`src/hw/move_sort_pkg.sv`:
```
package move_sort_pkg;

   localparam int EVAL_WIDTH = 16;

   // Signed centipawns, compared with $signed
   typedef logic [EVAL_WIDTH-1:0] eval_t;

   // Board square 0 to 63
   typedef logic [5:0] square_t;

   // One RAM word
   typedef struct packed {
      square_t from_sq;
      square_t to_sq;
      logic    white_in_check;
      logic    black_in_check;
      eval_t   eval;
   } move_entry_t;

   localparam int ENTRY_WIDTH = 2 * $bits(square_t) + 2 + EVAL_WIDTH;

   typedef enum logic [2:0] {
      idle,
      outer_init,
      read_wait,
      compare,
      inner,
      outer_check,
      done
   } sort_state_t;

endpackage

```
`src/hw/move_collector.sv`:
```
`timescale 1ns/10ps

module move_collector #(
   parameter int MAX_POSITIONS_LOG2 = 6
) (
   input  logic                           clk,
   input  logic                           reset,

   input  logic                           list_open,
   input  logic                           list_close,
   input  logic                           move_valid,
   input  move_sort_pkg::move_entry_t     move_in,

   input  logic [MAX_POSITIONS_LOG2-1:0]  ram_wr_addr,
   input  logic                           sort_complete,

   output logic                           ram_wr_addr_init,
   output logic                           ram_wr,
   output move_sort_pkg::move_entry_t     ram_wr_data,
   output logic                           sort_start,
   output logic                           overflow
);

   localparam logic [MAX_POSITIONS_LOG2-1:0] CAPACITY = '1;

   logic                          list_is_open;
   logic                          close_seen;
   logic                          accept;
   logic [MAX_POSITIONS_LOG2-1:0] fill;

   assign ram_wr_addr_init = list_open;
   assign accept           = list_is_open && move_valid;

   // Count including the write still in flight
   assign fill = ram_wr_addr + MAX_POSITIONS_LOG2'(ram_wr);

   always_ff @(posedge clk)
   begin
      if (reset)
      begin
         list_is_open <= 1'b0;
         close_seen   <= 1'b0;
         ram_wr       <= 1'b0;
         sort_start   <= 1'b0;
         overflow     <= 1'b0;
      end
      else
      begin
         ram_wr     <= accept && fill != CAPACITY;
         close_seen <= list_close && list_is_open;
         if (list_open)
         begin
            list_is_open <= 1'b1;
            overflow     <= 1'b0;
         end
         else if (list_close)
            list_is_open <= 1'b0;
         if (accept && fill == CAPACITY)
            overflow <= 1'b1;
         // One cycle late so the last write is counted
         if (close_seen)
            sort_start <= 1'b1;
         else if (sort_complete)
            sort_start <= 1'b0;
      end
   end

   always_ff @(posedge clk)
   begin
      if (accept)
         ram_wr_data <= move_in;
   end

   assert property (@(posedge clk) disable iff (reset) list_close |-> list_is_open)
      else $error("move_collector: list_close with no list open");

endmodule

```
`src/hw/move_list_top.sv`:
```
`timescale 1ns/10ps

module move_list_top #(
   parameter int MAX_POSITIONS_LOG2 = 5
) (
   input  logic                        clk,
   input  logic                        reset,

   input  logic                        list_open,
   input  logic                        list_close,
   input  logic                        move_valid,
   input  move_sort_pkg::move_entry_t  move_in,
   input  logic                        white_to_move,

   output logic                        out_valid,
   output move_sort_pkg::move_entry_t  out_entry,
   output logic                        out_last,
   output logic                        list_done,
   output logic                        overflow
);

   logic                          ram_wr_addr_init;
   logic                          ram_wr;
   move_sort_pkg::move_entry_t    ram_wr_data;
   logic                          sort_start;
   logic [MAX_POSITIONS_LOG2-1:0] ram_wr_addr;
   logic                          sort_complete;
   move_sort_pkg::move_entry_t    ram_rd_data;
   logic [MAX_POSITIONS_LOG2-1:0] ram_rd_addr;
   logic                          sort_clear;

   move_collector #(
      .MAX_POSITIONS_LOG2 (MAX_POSITIONS_LOG2)
   ) u_move_collector (
      .clk              (clk),
      .reset            (reset),
      .list_open        (list_open),
      .list_close       (list_close),
      .move_valid       (move_valid),
      .move_in          (move_in),
      .ram_wr_addr      (ram_wr_addr),
      .sort_complete    (sort_complete),
      .ram_wr_addr_init (ram_wr_addr_init),
      .ram_wr           (ram_wr),
      .ram_wr_data      (ram_wr_data),
      .sort_start       (sort_start),
      .overflow         (overflow)
   );

   move_sort #(
      .MAX_POSITIONS_LOG2 (MAX_POSITIONS_LOG2)
   ) u_move_sort (
      .clk              (clk),
      .reset            (reset),
      .sort_start       (sort_start),
      .sort_clear       (sort_clear),
      .white_to_move    (white_to_move),
      .ram_wr_addr_init (ram_wr_addr_init),
      .ram_wr           (ram_wr),
      .ram_wr_data      (ram_wr_data),
      .ram_rd_addr      (ram_rd_addr),
      .ram_rd_data      (ram_rd_data),
      .ram_wr_addr      (ram_wr_addr),
      .sort_complete    (sort_complete)
   );

   move_reader #(
      .MAX_POSITIONS_LOG2 (MAX_POSITIONS_LOG2)
   ) u_move_reader (
      .clk           (clk),
      .reset         (reset),
      .sort_complete (sort_complete),
      .count         (ram_wr_addr),
      .ram_rd_data   (ram_rd_data),
      .ram_rd_addr   (ram_rd_addr),
      .sort_clear    (sort_clear),
      .out_valid     (out_valid),
      .out_entry     (out_entry),
      .out_last      (out_last),
      .list_done     (list_done)
   );

endmodule

```
`src/hw/move_ram.sv`:
```
`timescale 1ns/10ps

module move_ram #(
   parameter int MAX_POSITIONS_LOG2 = 6
) (
   input  logic                                 clk,

   input  logic                                 a_wr_en,
   input  logic [MAX_POSITIONS_LOG2-1:0]        a_addr,
   input  logic [move_sort_pkg::ENTRY_WIDTH-1:0] a_wr_data,

   input  logic                                 b_wr_en,
   input  logic [MAX_POSITIONS_LOG2-1:0]        b_addr,
   input  logic [move_sort_pkg::ENTRY_WIDTH-1:0] b_wr_data,

   output logic [move_sort_pkg::ENTRY_WIDTH-1:0] a_rd_data,
   output logic [move_sort_pkg::ENTRY_WIDTH-1:0] b_rd_data
);

   logic [move_sort_pkg::ENTRY_WIDTH-1:0] mem [0:(1 << MAX_POSITIONS_LOG2)-1];

   // Read-first on both ports
   always_ff @(posedge clk)
   begin
      if (a_wr_en)
         mem[a_addr] <= a_wr_data;
      if (b_wr_en)
         mem[b_addr] <= b_wr_data;
      a_rd_data <= mem[a_addr];
      b_rd_data <= mem[b_addr];
   end

   // Both ports writing one word would leave it undefined
   assert property (@(posedge clk) !(a_wr_en && b_wr_en && a_addr == b_addr))
      else $error("move_ram: both ports write address %0d", a_addr);

endmodule

```
`src/hw/move_reader.sv`:
```
`timescale 1ns/10ps

module move_reader #(
   parameter int MAX_POSITIONS_LOG2 = 6
) (
   input  logic                           clk,
   input  logic                           reset,

   input  logic                           sort_complete,
   input  logic [MAX_POSITIONS_LOG2-1:0]  count,
   input  move_sort_pkg::move_entry_t     ram_rd_data,

   output logic [MAX_POSITIONS_LOG2-1:0]  ram_rd_addr,
   output logic                           sort_clear,

   output logic                           out_valid,
   output move_sort_pkg::move_entry_t     out_entry,
   output logic                           out_last,
   output logic                           list_done
);

   typedef enum logic [1:0] {
      rd_idle,
      rd_issue,
      rd_wait
   } rd_state_t;

   rd_state_t state;

   logic [MAX_POSITIONS_LOG2-1:0] rd_addr;
   logic start;
   logic issue;
   logic issue_last;
   logic data_valid;
   logic data_last;
   logic empty_done;

   // Address 0 goes out in the same cycle sort_complete is seen
   assign start       = (state == rd_idle) && sort_complete;
   assign issue       = (start && count != '0) || (state == rd_issue);
   assign issue_last  = issue && (rd_addr == count - 1'b1);
   assign ram_rd_addr = rd_addr;

   always_ff @(posedge clk)
   begin
      if (reset)
      begin
         state      <= rd_idle;
         rd_addr    <= '0;
         data_valid <= 1'b0;
         data_last  <= 1'b0;
         out_valid  <= 1'b0;
         out_last   <= 1'b0;
         empty_done <= 1'b0;
         list_done  <= 1'b0;
         sort_clear <= 1'b0;
      end
      else
      begin
         // RAM latency stage, then output stage
         data_valid <= issue;
         data_last  <= issue_last;
         out_valid  <= data_valid;
         out_last   <= data_last;
         empty_done <= start && count == '0;
         list_done  <= out_last || empty_done;
         sort_clear <= out_last || empty_done;
         case (state)
            rd_idle:
            begin
               if (start)
               begin
                  if (count == '0 || issue_last)
                     state <= rd_wait;
                  else
                  begin
                     state   <= rd_issue;
                     rd_addr <= rd_addr + 1'b1;
                  end
               end
            end
            rd_issue:
            begin
               if (issue_last)
               begin
                  state   <= rd_wait;
                  rd_addr <= '0;
               end
               else
                  rd_addr <= rd_addr + 1'b1;
            end
            rd_wait:
            begin
               // Hold off until the sorter has dropped sort_complete
               if (!sort_complete)
                  state <= rd_idle;
            end
            default:
               state <= rd_idle;
         endcase
      end
   end

   always_ff @(posedge clk)
   begin
      if (data_valid)
         out_entry <= ram_rd_data;
   end

endmodule

```
`src/hw/move_sort.sv`:
```
`timescale 1ns/10ps

module move_sort #(
   parameter int MAX_POSITIONS_LOG2 = 6
) (
   input  logic                           clk,
   input  logic                           reset,

   input  logic                           sort_start,
   input  logic                           sort_clear,
   input  logic                           white_to_move,

   input  logic                           ram_wr_addr_init,
   input  logic                           ram_wr,
   input  move_sort_pkg::move_entry_t     ram_wr_data,
   input  logic [MAX_POSITIONS_LOG2-1:0]  ram_rd_addr,

   output move_sort_pkg::move_entry_t     ram_rd_data,
   output logic [MAX_POSITIONS_LOG2-1:0]  ram_wr_addr,
   output logic                           sort_complete
);

   move_sort_pkg::sort_state_t state;

   logic sort_start_z;
   logic start_edge;
   logic sort_active;
   logic b_first;

   logic [MAX_POSITIONS_LOG2-1:0] n;
   logic [MAX_POSITIONS_LOG2-1:0] newn;

   logic [MAX_POSITIONS_LOG2-1:0] port_a_addr;
   logic                          port_a_wr_en;
   move_sort_pkg::move_entry_t    port_a_wr_data;

   logic [MAX_POSITIONS_LOG2-1:0] port_b_addr;
   logic                          port_b_wr_en;
   move_sort_pkg::move_entry_t    port_b_wr_data;

   logic [MAX_POSITIONS_LOG2-1:0] ram_a_addr;
   logic                          ram_a_wr_en;
   move_sort_pkg::move_entry_t    ram_a_wr_data;
   logic [MAX_POSITIONS_LOG2-1:0] ram_b_addr;
   logic                          ram_b_wr_en;

   move_sort_pkg::move_entry_t    ent_a;
   move_sort_pkg::move_entry_t    ent_b;

   assign start_edge = sort_start && !sort_start_z;

   // Outside of a sort the collector owns port a and the reader owns port b
   assign sort_active = (state != move_sort_pkg::idle) && (state != move_sort_pkg::done);

   assign ram_a_addr    = sort_active ? port_a_addr : ram_wr_addr;
   assign ram_a_wr_en   = sort_active ? port_a_wr_en : ram_wr;
   assign ram_a_wr_data = sort_active ? port_a_wr_data : ram_wr_data;
   assign ram_b_addr    = sort_active ? port_b_addr : ram_rd_addr;
   assign ram_b_wr_en   = sort_active && port_b_wr_en;

   assign ram_rd_data = ent_b;

   // Entry b belongs ahead of entry a for the side to move
   always_comb
   begin
      if (white_to_move)
         b_first = ($signed(ent_b.eval) > $signed(ent_a.eval)) ||
                   (ent_b.eval == ent_a.eval && ent_b.black_in_check &&
                    !ent_a.black_in_check);
      else
         b_first = ($signed(ent_b.eval) < $signed(ent_a.eval)) ||
                   (ent_b.eval == ent_a.eval && ent_b.white_in_check &&
                    !ent_a.white_in_check);
   end

   // Fill pointer
   always_ff @(posedge clk)
   begin
      if (reset)
         ram_wr_addr <= '0;
      else if (ram_wr_addr_init)
         ram_wr_addr <= '0;
      else if (ram_wr)
         ram_wr_addr <= ram_wr_addr + 1'b1;
   end

   always_ff @(posedge clk)
   begin
      if (reset)
      begin
         state         <= move_sort_pkg::idle;
         sort_start_z  <= 1'b0;
         sort_complete <= 1'b0;
         port_a_wr_en  <= 1'b0;
         port_b_wr_en  <= 1'b0;
      end
      else
      begin
         sort_start_z <= sort_start;
         case (state)
            move_sort_pkg::idle:
            begin
               port_a_wr_en <= 1'b0;
               port_b_wr_en <= 1'b0;
               n            <= ram_wr_addr;
               if (start_edge)
               begin
                  if (ram_wr_addr <= 1)
                     state <= move_sort_pkg::done;
                  else
                     state <= move_sort_pkg::outer_init;
               end
            end
            move_sort_pkg::outer_init:
            begin
               newn        <= '0;
               port_a_addr <= '0;
               port_b_addr <= 1;
               state       <= move_sort_pkg::read_wait;
            end
            move_sort_pkg::read_wait:
               state <= move_sort_pkg::compare;
            move_sort_pkg::compare:
            begin
               if (b_first)
               begin
                  // Swap by writing both ports at once
                  port_a_wr_en   <= 1'b1;
                  port_b_wr_en   <= 1'b1;
                  port_a_wr_data <= ent_b;
                  port_b_wr_data <= ent_a;
                  newn           <= port_b_addr;
                  state          <= move_sort_pkg::inner;
               end
               else
               begin
                  port_a_addr <= port_a_addr + 1'b1;
                  port_b_addr <= port_b_addr + 1'b1;
                  if (port_b_addr == n - 1'b1)
                     state <= move_sort_pkg::outer_check;
                  else
                     state <= move_sort_pkg::read_wait;
               end
            end
            move_sort_pkg::inner:
            begin
               port_a_wr_en <= 1'b0;
               port_b_wr_en <= 1'b0;
               port_a_addr  <= port_a_addr + 1'b1;
               port_b_addr  <= port_b_addr + 1'b1;
               if (port_b_addr == n - 1'b1)
                  state <= move_sort_pkg::outer_check;
               else
                  state <= move_sort_pkg::read_wait;
            end
            move_sort_pkg::outer_check:
            begin
               // Everything past the last swap is already in place
               n <= newn;
               if (newn > 1)
                  state <= move_sort_pkg::outer_init;
               else
                  state <= move_sort_pkg::done;
            end
            move_sort_pkg::done:
            begin
               sort_complete <= 1'b1;
               if (sort_clear)
               begin
                  sort_complete <= 1'b0;
                  state         <= move_sort_pkg::idle;
               end
            end
            default:
               state <= move_sort_pkg::idle;
         endcase
      end
   end

   move_ram #(
      .MAX_POSITIONS_LOG2 (MAX_POSITIONS_LOG2)
   ) u_move_ram (
      .clk       (clk),
      .a_wr_en   (ram_a_wr_en),
      .a_addr    (ram_a_addr),
      .a_wr_data (ram_a_wr_data),
      .b_wr_en   (ram_b_wr_en),
      .b_addr    (ram_b_addr),
      .b_wr_data (port_b_wr_data),
      .a_rd_data (ent_a),
      .b_rd_data (ent_b)
   );

   assert property (@(posedge clk) disable iff (reset) sort_active |-> !ram_wr)
      else $error("move_sort: external write while sorting");

   assert property (@(posedge clk) disable iff (reset)
                    sort_complete |-> state == move_sort_pkg::done)
      else $error("move_sort: sort_complete outside done");

endmodule

```
`config.mk`:
```
export PLATFORM = sky130hd
export DESIGN_NAME = move_list_top
export DESIGN_NICKNAME = d
export VERILOG_FILES = /design/src/hw/move_sort_pkg.sv /design/src/hw/move_collector.sv /design/src/hw/move_list_top.sv /design/src/hw/move_ram.sv /design/src/hw/move_reader.sv /design/src/hw/move_sort.sv
export SDC_FILE = /design/constraint.sdc
export NUM_CORES = 2
export LEC_CHECK = 0
export BUFFER_PORTS_ARGS = -buffer_cell sky130_fd_sc_hd__buf_2
export CAP_MARGIN = 20
export CORE_MARGIN = 4
export CORE_UTILIZATION = 30
export CTS_BUF_LIST = sky130_fd_sc_hd__clkbuf_8
export DETAILED_ROUTE_END_ITERATION = 12
export HOLD_SLACK_MARGIN = 0.03
export PLACE_DENSITY = 0.55
export REMOVE_ABC_BUFFERS = 1
export SETUP_SLACK_MARGIN = 0.1
export SYNTH_ARGS = -nofsm -noshare
export SYNTH_HDL_FRONTEND = slang
export SYNTH_HIERARCHICAL = 1
export SYNTH_SLANG_ARGS = --single-unit
```
`constraint.sdc`:
```
create_clock -name clk -period 5.5 [get_ports clk]
set_input_delay 0.55 -clock clk [delete_from_list [all_inputs] [get_ports clk]]
set_output_delay 0.55 -clock clk [all_outputs]
set_load 0.05 [all_outputs]
```
==> results.py <==
metrics = {
    "outcome": {
        "status": "completed",
    },
    "hold_path": {
        "min_path_type": "input pin to flop",
        "min_from": "move_in[15]",
    },
    "pwr": {
        "swShare_pct": 29.0,
        "leakage_uw": 0.0230,
        "intPower_uw": 16000,
        "power.density_nw_per_um2": 305,
        "combPwrFrac_pct": 17.6,
        "power_uw": 22500,
        "switchingPower_uw": 6530,
        "ir_drop_v": 0.000198,
        "power.share.clock_pct": 35.2,
        "seqPwrFrac_pct": 47.2,
    },
    "run": {
        "cap_violations": 0,
    },
    "setup_path": {
        "crit_type": "flop to flop",
        "cp-start-kind": "flop",
        "crit_start": "u_move_sort/state[1]",
        "end_kind": "flop",
        "crit_path_max_fanout": 24,
        "rr_startpoint": "u_move_sort/state[1]",
        "cp_data_arrival_time_ns": 5.84,
        "worstPathRequired_ns": 6.29,
    },
    "logic_synthesis": {
        "netlist.area_leader.share_pct": 51.2,
        "async_reset_ff_share_pct": 0,
        "yosysSeqAreaShare_pct": 53.9,
        "synth-seq-cells": 1189,
        "synth_commonest_cells": "1100 x edfxtp_1, 997 x mux2_2, 961 x mux2i_1",
        "syn_inst": 4720,
        "synth_area_per_cell_um2": 13.7,
        "synthDistinctLibCells": 81,
        "ys_warn_count": 6,
        "netlist_area_um2": 64600,
        "yosys.area.top_type": "edfxtp_1",
        "netlist_top_cells_area": "edfxtp_1 51%, mux2_2 17%, mux2i_1 15%",
        "synth_top_flop_cell": "edfxtp_1",
        "synth_edf_count": 1100,
        "yosysMostFrequentCell": "edfxtp_1",
    },
    "drt": {
        "vias": 44800,
        "drc": 0,
        "ant_nets": 0,
        "via_per_inst": 5.77,
        "drt_first_iter_violations": 4882,
        "routed_wl_um": 257000,
        "first_pass_iters": 6,
        "wl_per_cell_um": 33.1,
    },
    "clock_tree": {
        "htreeDepth": 4,
        "clockBufferDepth": 3,
        "cts_setup_buffers": 0,
        "clock_latency_ns": 1.00,
        "cts-resized-gates": 0,
        "cts_buffers": 213,
        "root_buffer": "clkbuf_8",
        "clock_sinks": 1189,
        "cts_tree": "yes",
        "clk_pin_slew_worst_paths_ns": 0.06,
    },
    "grt": {
        "grt_pass1_wl_um": 352000,
        "grt-ovfl-total": 0,
        "grt_max_degree": 112,
        "grtUsageTotal_pct": 22.3,
        "grt_pass1_vias": 44200,
        "antenna_found_initial": 9,
    },
    "placed_design": {
        "dpl-instance-area_um2": 69100,
        "dpl.hpwl_um": 152000,
        "dp_slack_ns": 0.546,
        "io_buffers": 69,
        "gp_congestion": 0.882,
    },
    "die": {
        "die_area_um2": 223000,
        "pin_count": 70,
        "die_w_um": 472,
        "rows": 170,
        "start_util_pct": 30.1,
        "fp.dieH_um": 472,
        "core_area_um2": 214000,
    },
    "sta": {
        "clock-skew-final_ns": 0.0679,
        "worstMarginPinSlew_ns": 1.17,
        "period_needed_ns": 5.05,
        "finalSetupViolCount": 0,
        "max_freq_mhz": 198,
        "max_slew_margin_pct": 21.4,
        "timing.final.hold_violations": 0,
        "finalSetupTns_ns": 0,
        "setup_slack_ns": 0.451,
        "report.final.slew_viol_count": 0,
        "fin_crit_sh_pct": 91.8,
        "rsz0062_at_grt": "false",
    },
    "finish": {
        "layout.nets": 4788,
        "area_growth_syn_to_layout_pct": 14.0,
        "drive_gt1_share_pct": 33.6,
        "stdcell_area_um2": 73600,
    },
}
timing repair:
action,in CTS,in global routing
setup endpoints to repair,0,0
hold buffers,35,0
hold endpoints to repair,44,0
cell type report:
class | count | area [µm²]
clock inverter | 169 | 811
antenna | 3 | 7.51
fill | 20900 | 141000
clock buffer | 229 | 3150
tap | 2838 | 3550
timing repair buffer | 307 | 2840
sequential | 1189 | 34800
inverter | 34 | 128
multi-input combinational | 2982 | 28300
placed cells by master (no fill, tap or decap), types with 5 or more instances in the layout:
cell	Yosys	layout
buf_12	0	32
or4b_2	4	8
dlygate4sd3_1	0	35
nor2_4	0	14
nand2b_1	5	5
o22ai_4	0	12
edfxtp_1	1100	1100
nor2_1	42	28
ha_1	25	25
clkbuf_8	0	229
clkinv_2	0	23
mux2_2	997	995
nand2_1	87	75
mux2_1	8	8
nand4b_1	9	9
nand4_1	8	8
and3_1	7	7
nand3_1	21	17
inv_12	0	5
o21ai_4	0	16
buf_16	0	10
xor2_1	16	16
dfxtp_1	89	88
clkinv_1	0	38
o21ai_0	22	6
nor4_1	125	125
a21oi_1	14	14
o22ai_1	494	482
nand4bb_4	0	9
nor3_1	15	15
nand3b_1	9	9
nand2_4	0	10
nor2b_1	9	9
mux2i_1	961	961
inv_1	34	125
xnor2_1	8	8
buf_4	7	158
buf_2	150	69
power by group through the flow:
stage / Sequential [µW] / Clock, µW / Combinational, µW
2_1_floorplan: 10600 / 0 / 3350
3_3_place_gp: 10800 / 0 / 3810
3_5_place_dp: 10800 / 0 / 3860
4_1_cts: 10600 / 8100 / 3890
5_1_grt: 10600 / 8530 / 4160
6_report: 10600 / 7910 / 3970
routing by layer:
metal	wire, µm	GRT usage (%)	share of wire [%]	vias to the layer above
met3	24400	5.49	9.5	619
met5	34	0	0.013	-
met1	105000	29.2	41	23100
met2	115000	34.7	45	2405
li1	-	-	-	18600
met4	13000	10.1	5.1	4
flip-flops by register name, summed over array words and instances (netlist names), 3 cells and up:
name / cells
u_move_sort/port_a_addr: 5
u_move_sort/ram_wr_addr: 5
u_move_sort/port_b_addr: 5
u_move_sort/n: 5
u_move_reader/out_entry: 30
u_move_sort/u_move_ram/a_rd_data: 30
u_move_reader/ram_rd_addr: 5
u_move_sort/u_move_ram/b_rd_data: 30
u_move_collector/ram_wr_data: 30
u_move_sort/state: 3
u_move_sort/newn: 5
u_move_sort/port_a_wr_data: 30
u_move_sort/port_b_wr_data: 30
u_move_sort/u_move_ram/mem: 960
through the flow:
step,cells,hold slack [ns],utilization (%)
detailed placement,7308,0.389,32.2
floorplan,4205,0.386,-
global placement,7300,0.386,32.1
finish,7751,0.290,34.3
CTS,7741,0.186,34.2
global route,7749,0.239,34.3
worst max-delay path: stages (launching register included):
cell	delay [ns]
dfxtp_1	0.72
xor2_1	0.20
nor2_4	0.81
mux2_2	0.58
buf_4	0.36
or4b_2	0.68
buf_4	0.45
o22ai_1	0.20
nor4_1	0.63
nand2_1	0.20
final timing paths:
check,end,slack [ns],depth (start not counted)
worst max-delay path,u_move_sort/u_move_ram/b_rd_data[27],0.45,9
worst min-delay path,u_move_collector/ram_wr_data[15],0.29,2
worst max register to register,u_move_sort/u_move_ram/b_rd_data[27],0.45,9
worst min register to register,u_move_sort/port_b_wr_data[24],0.40,0
cells by family after synthesis:
kind of cell	synth area share, %
simple gates	3.55
buf+inv	3.58
mux	32.5
xor+xnor	0.326
compound gates	5.69
fa+ha+maj	0.484
flops	53.9
(Power assumes the default switching activity.)
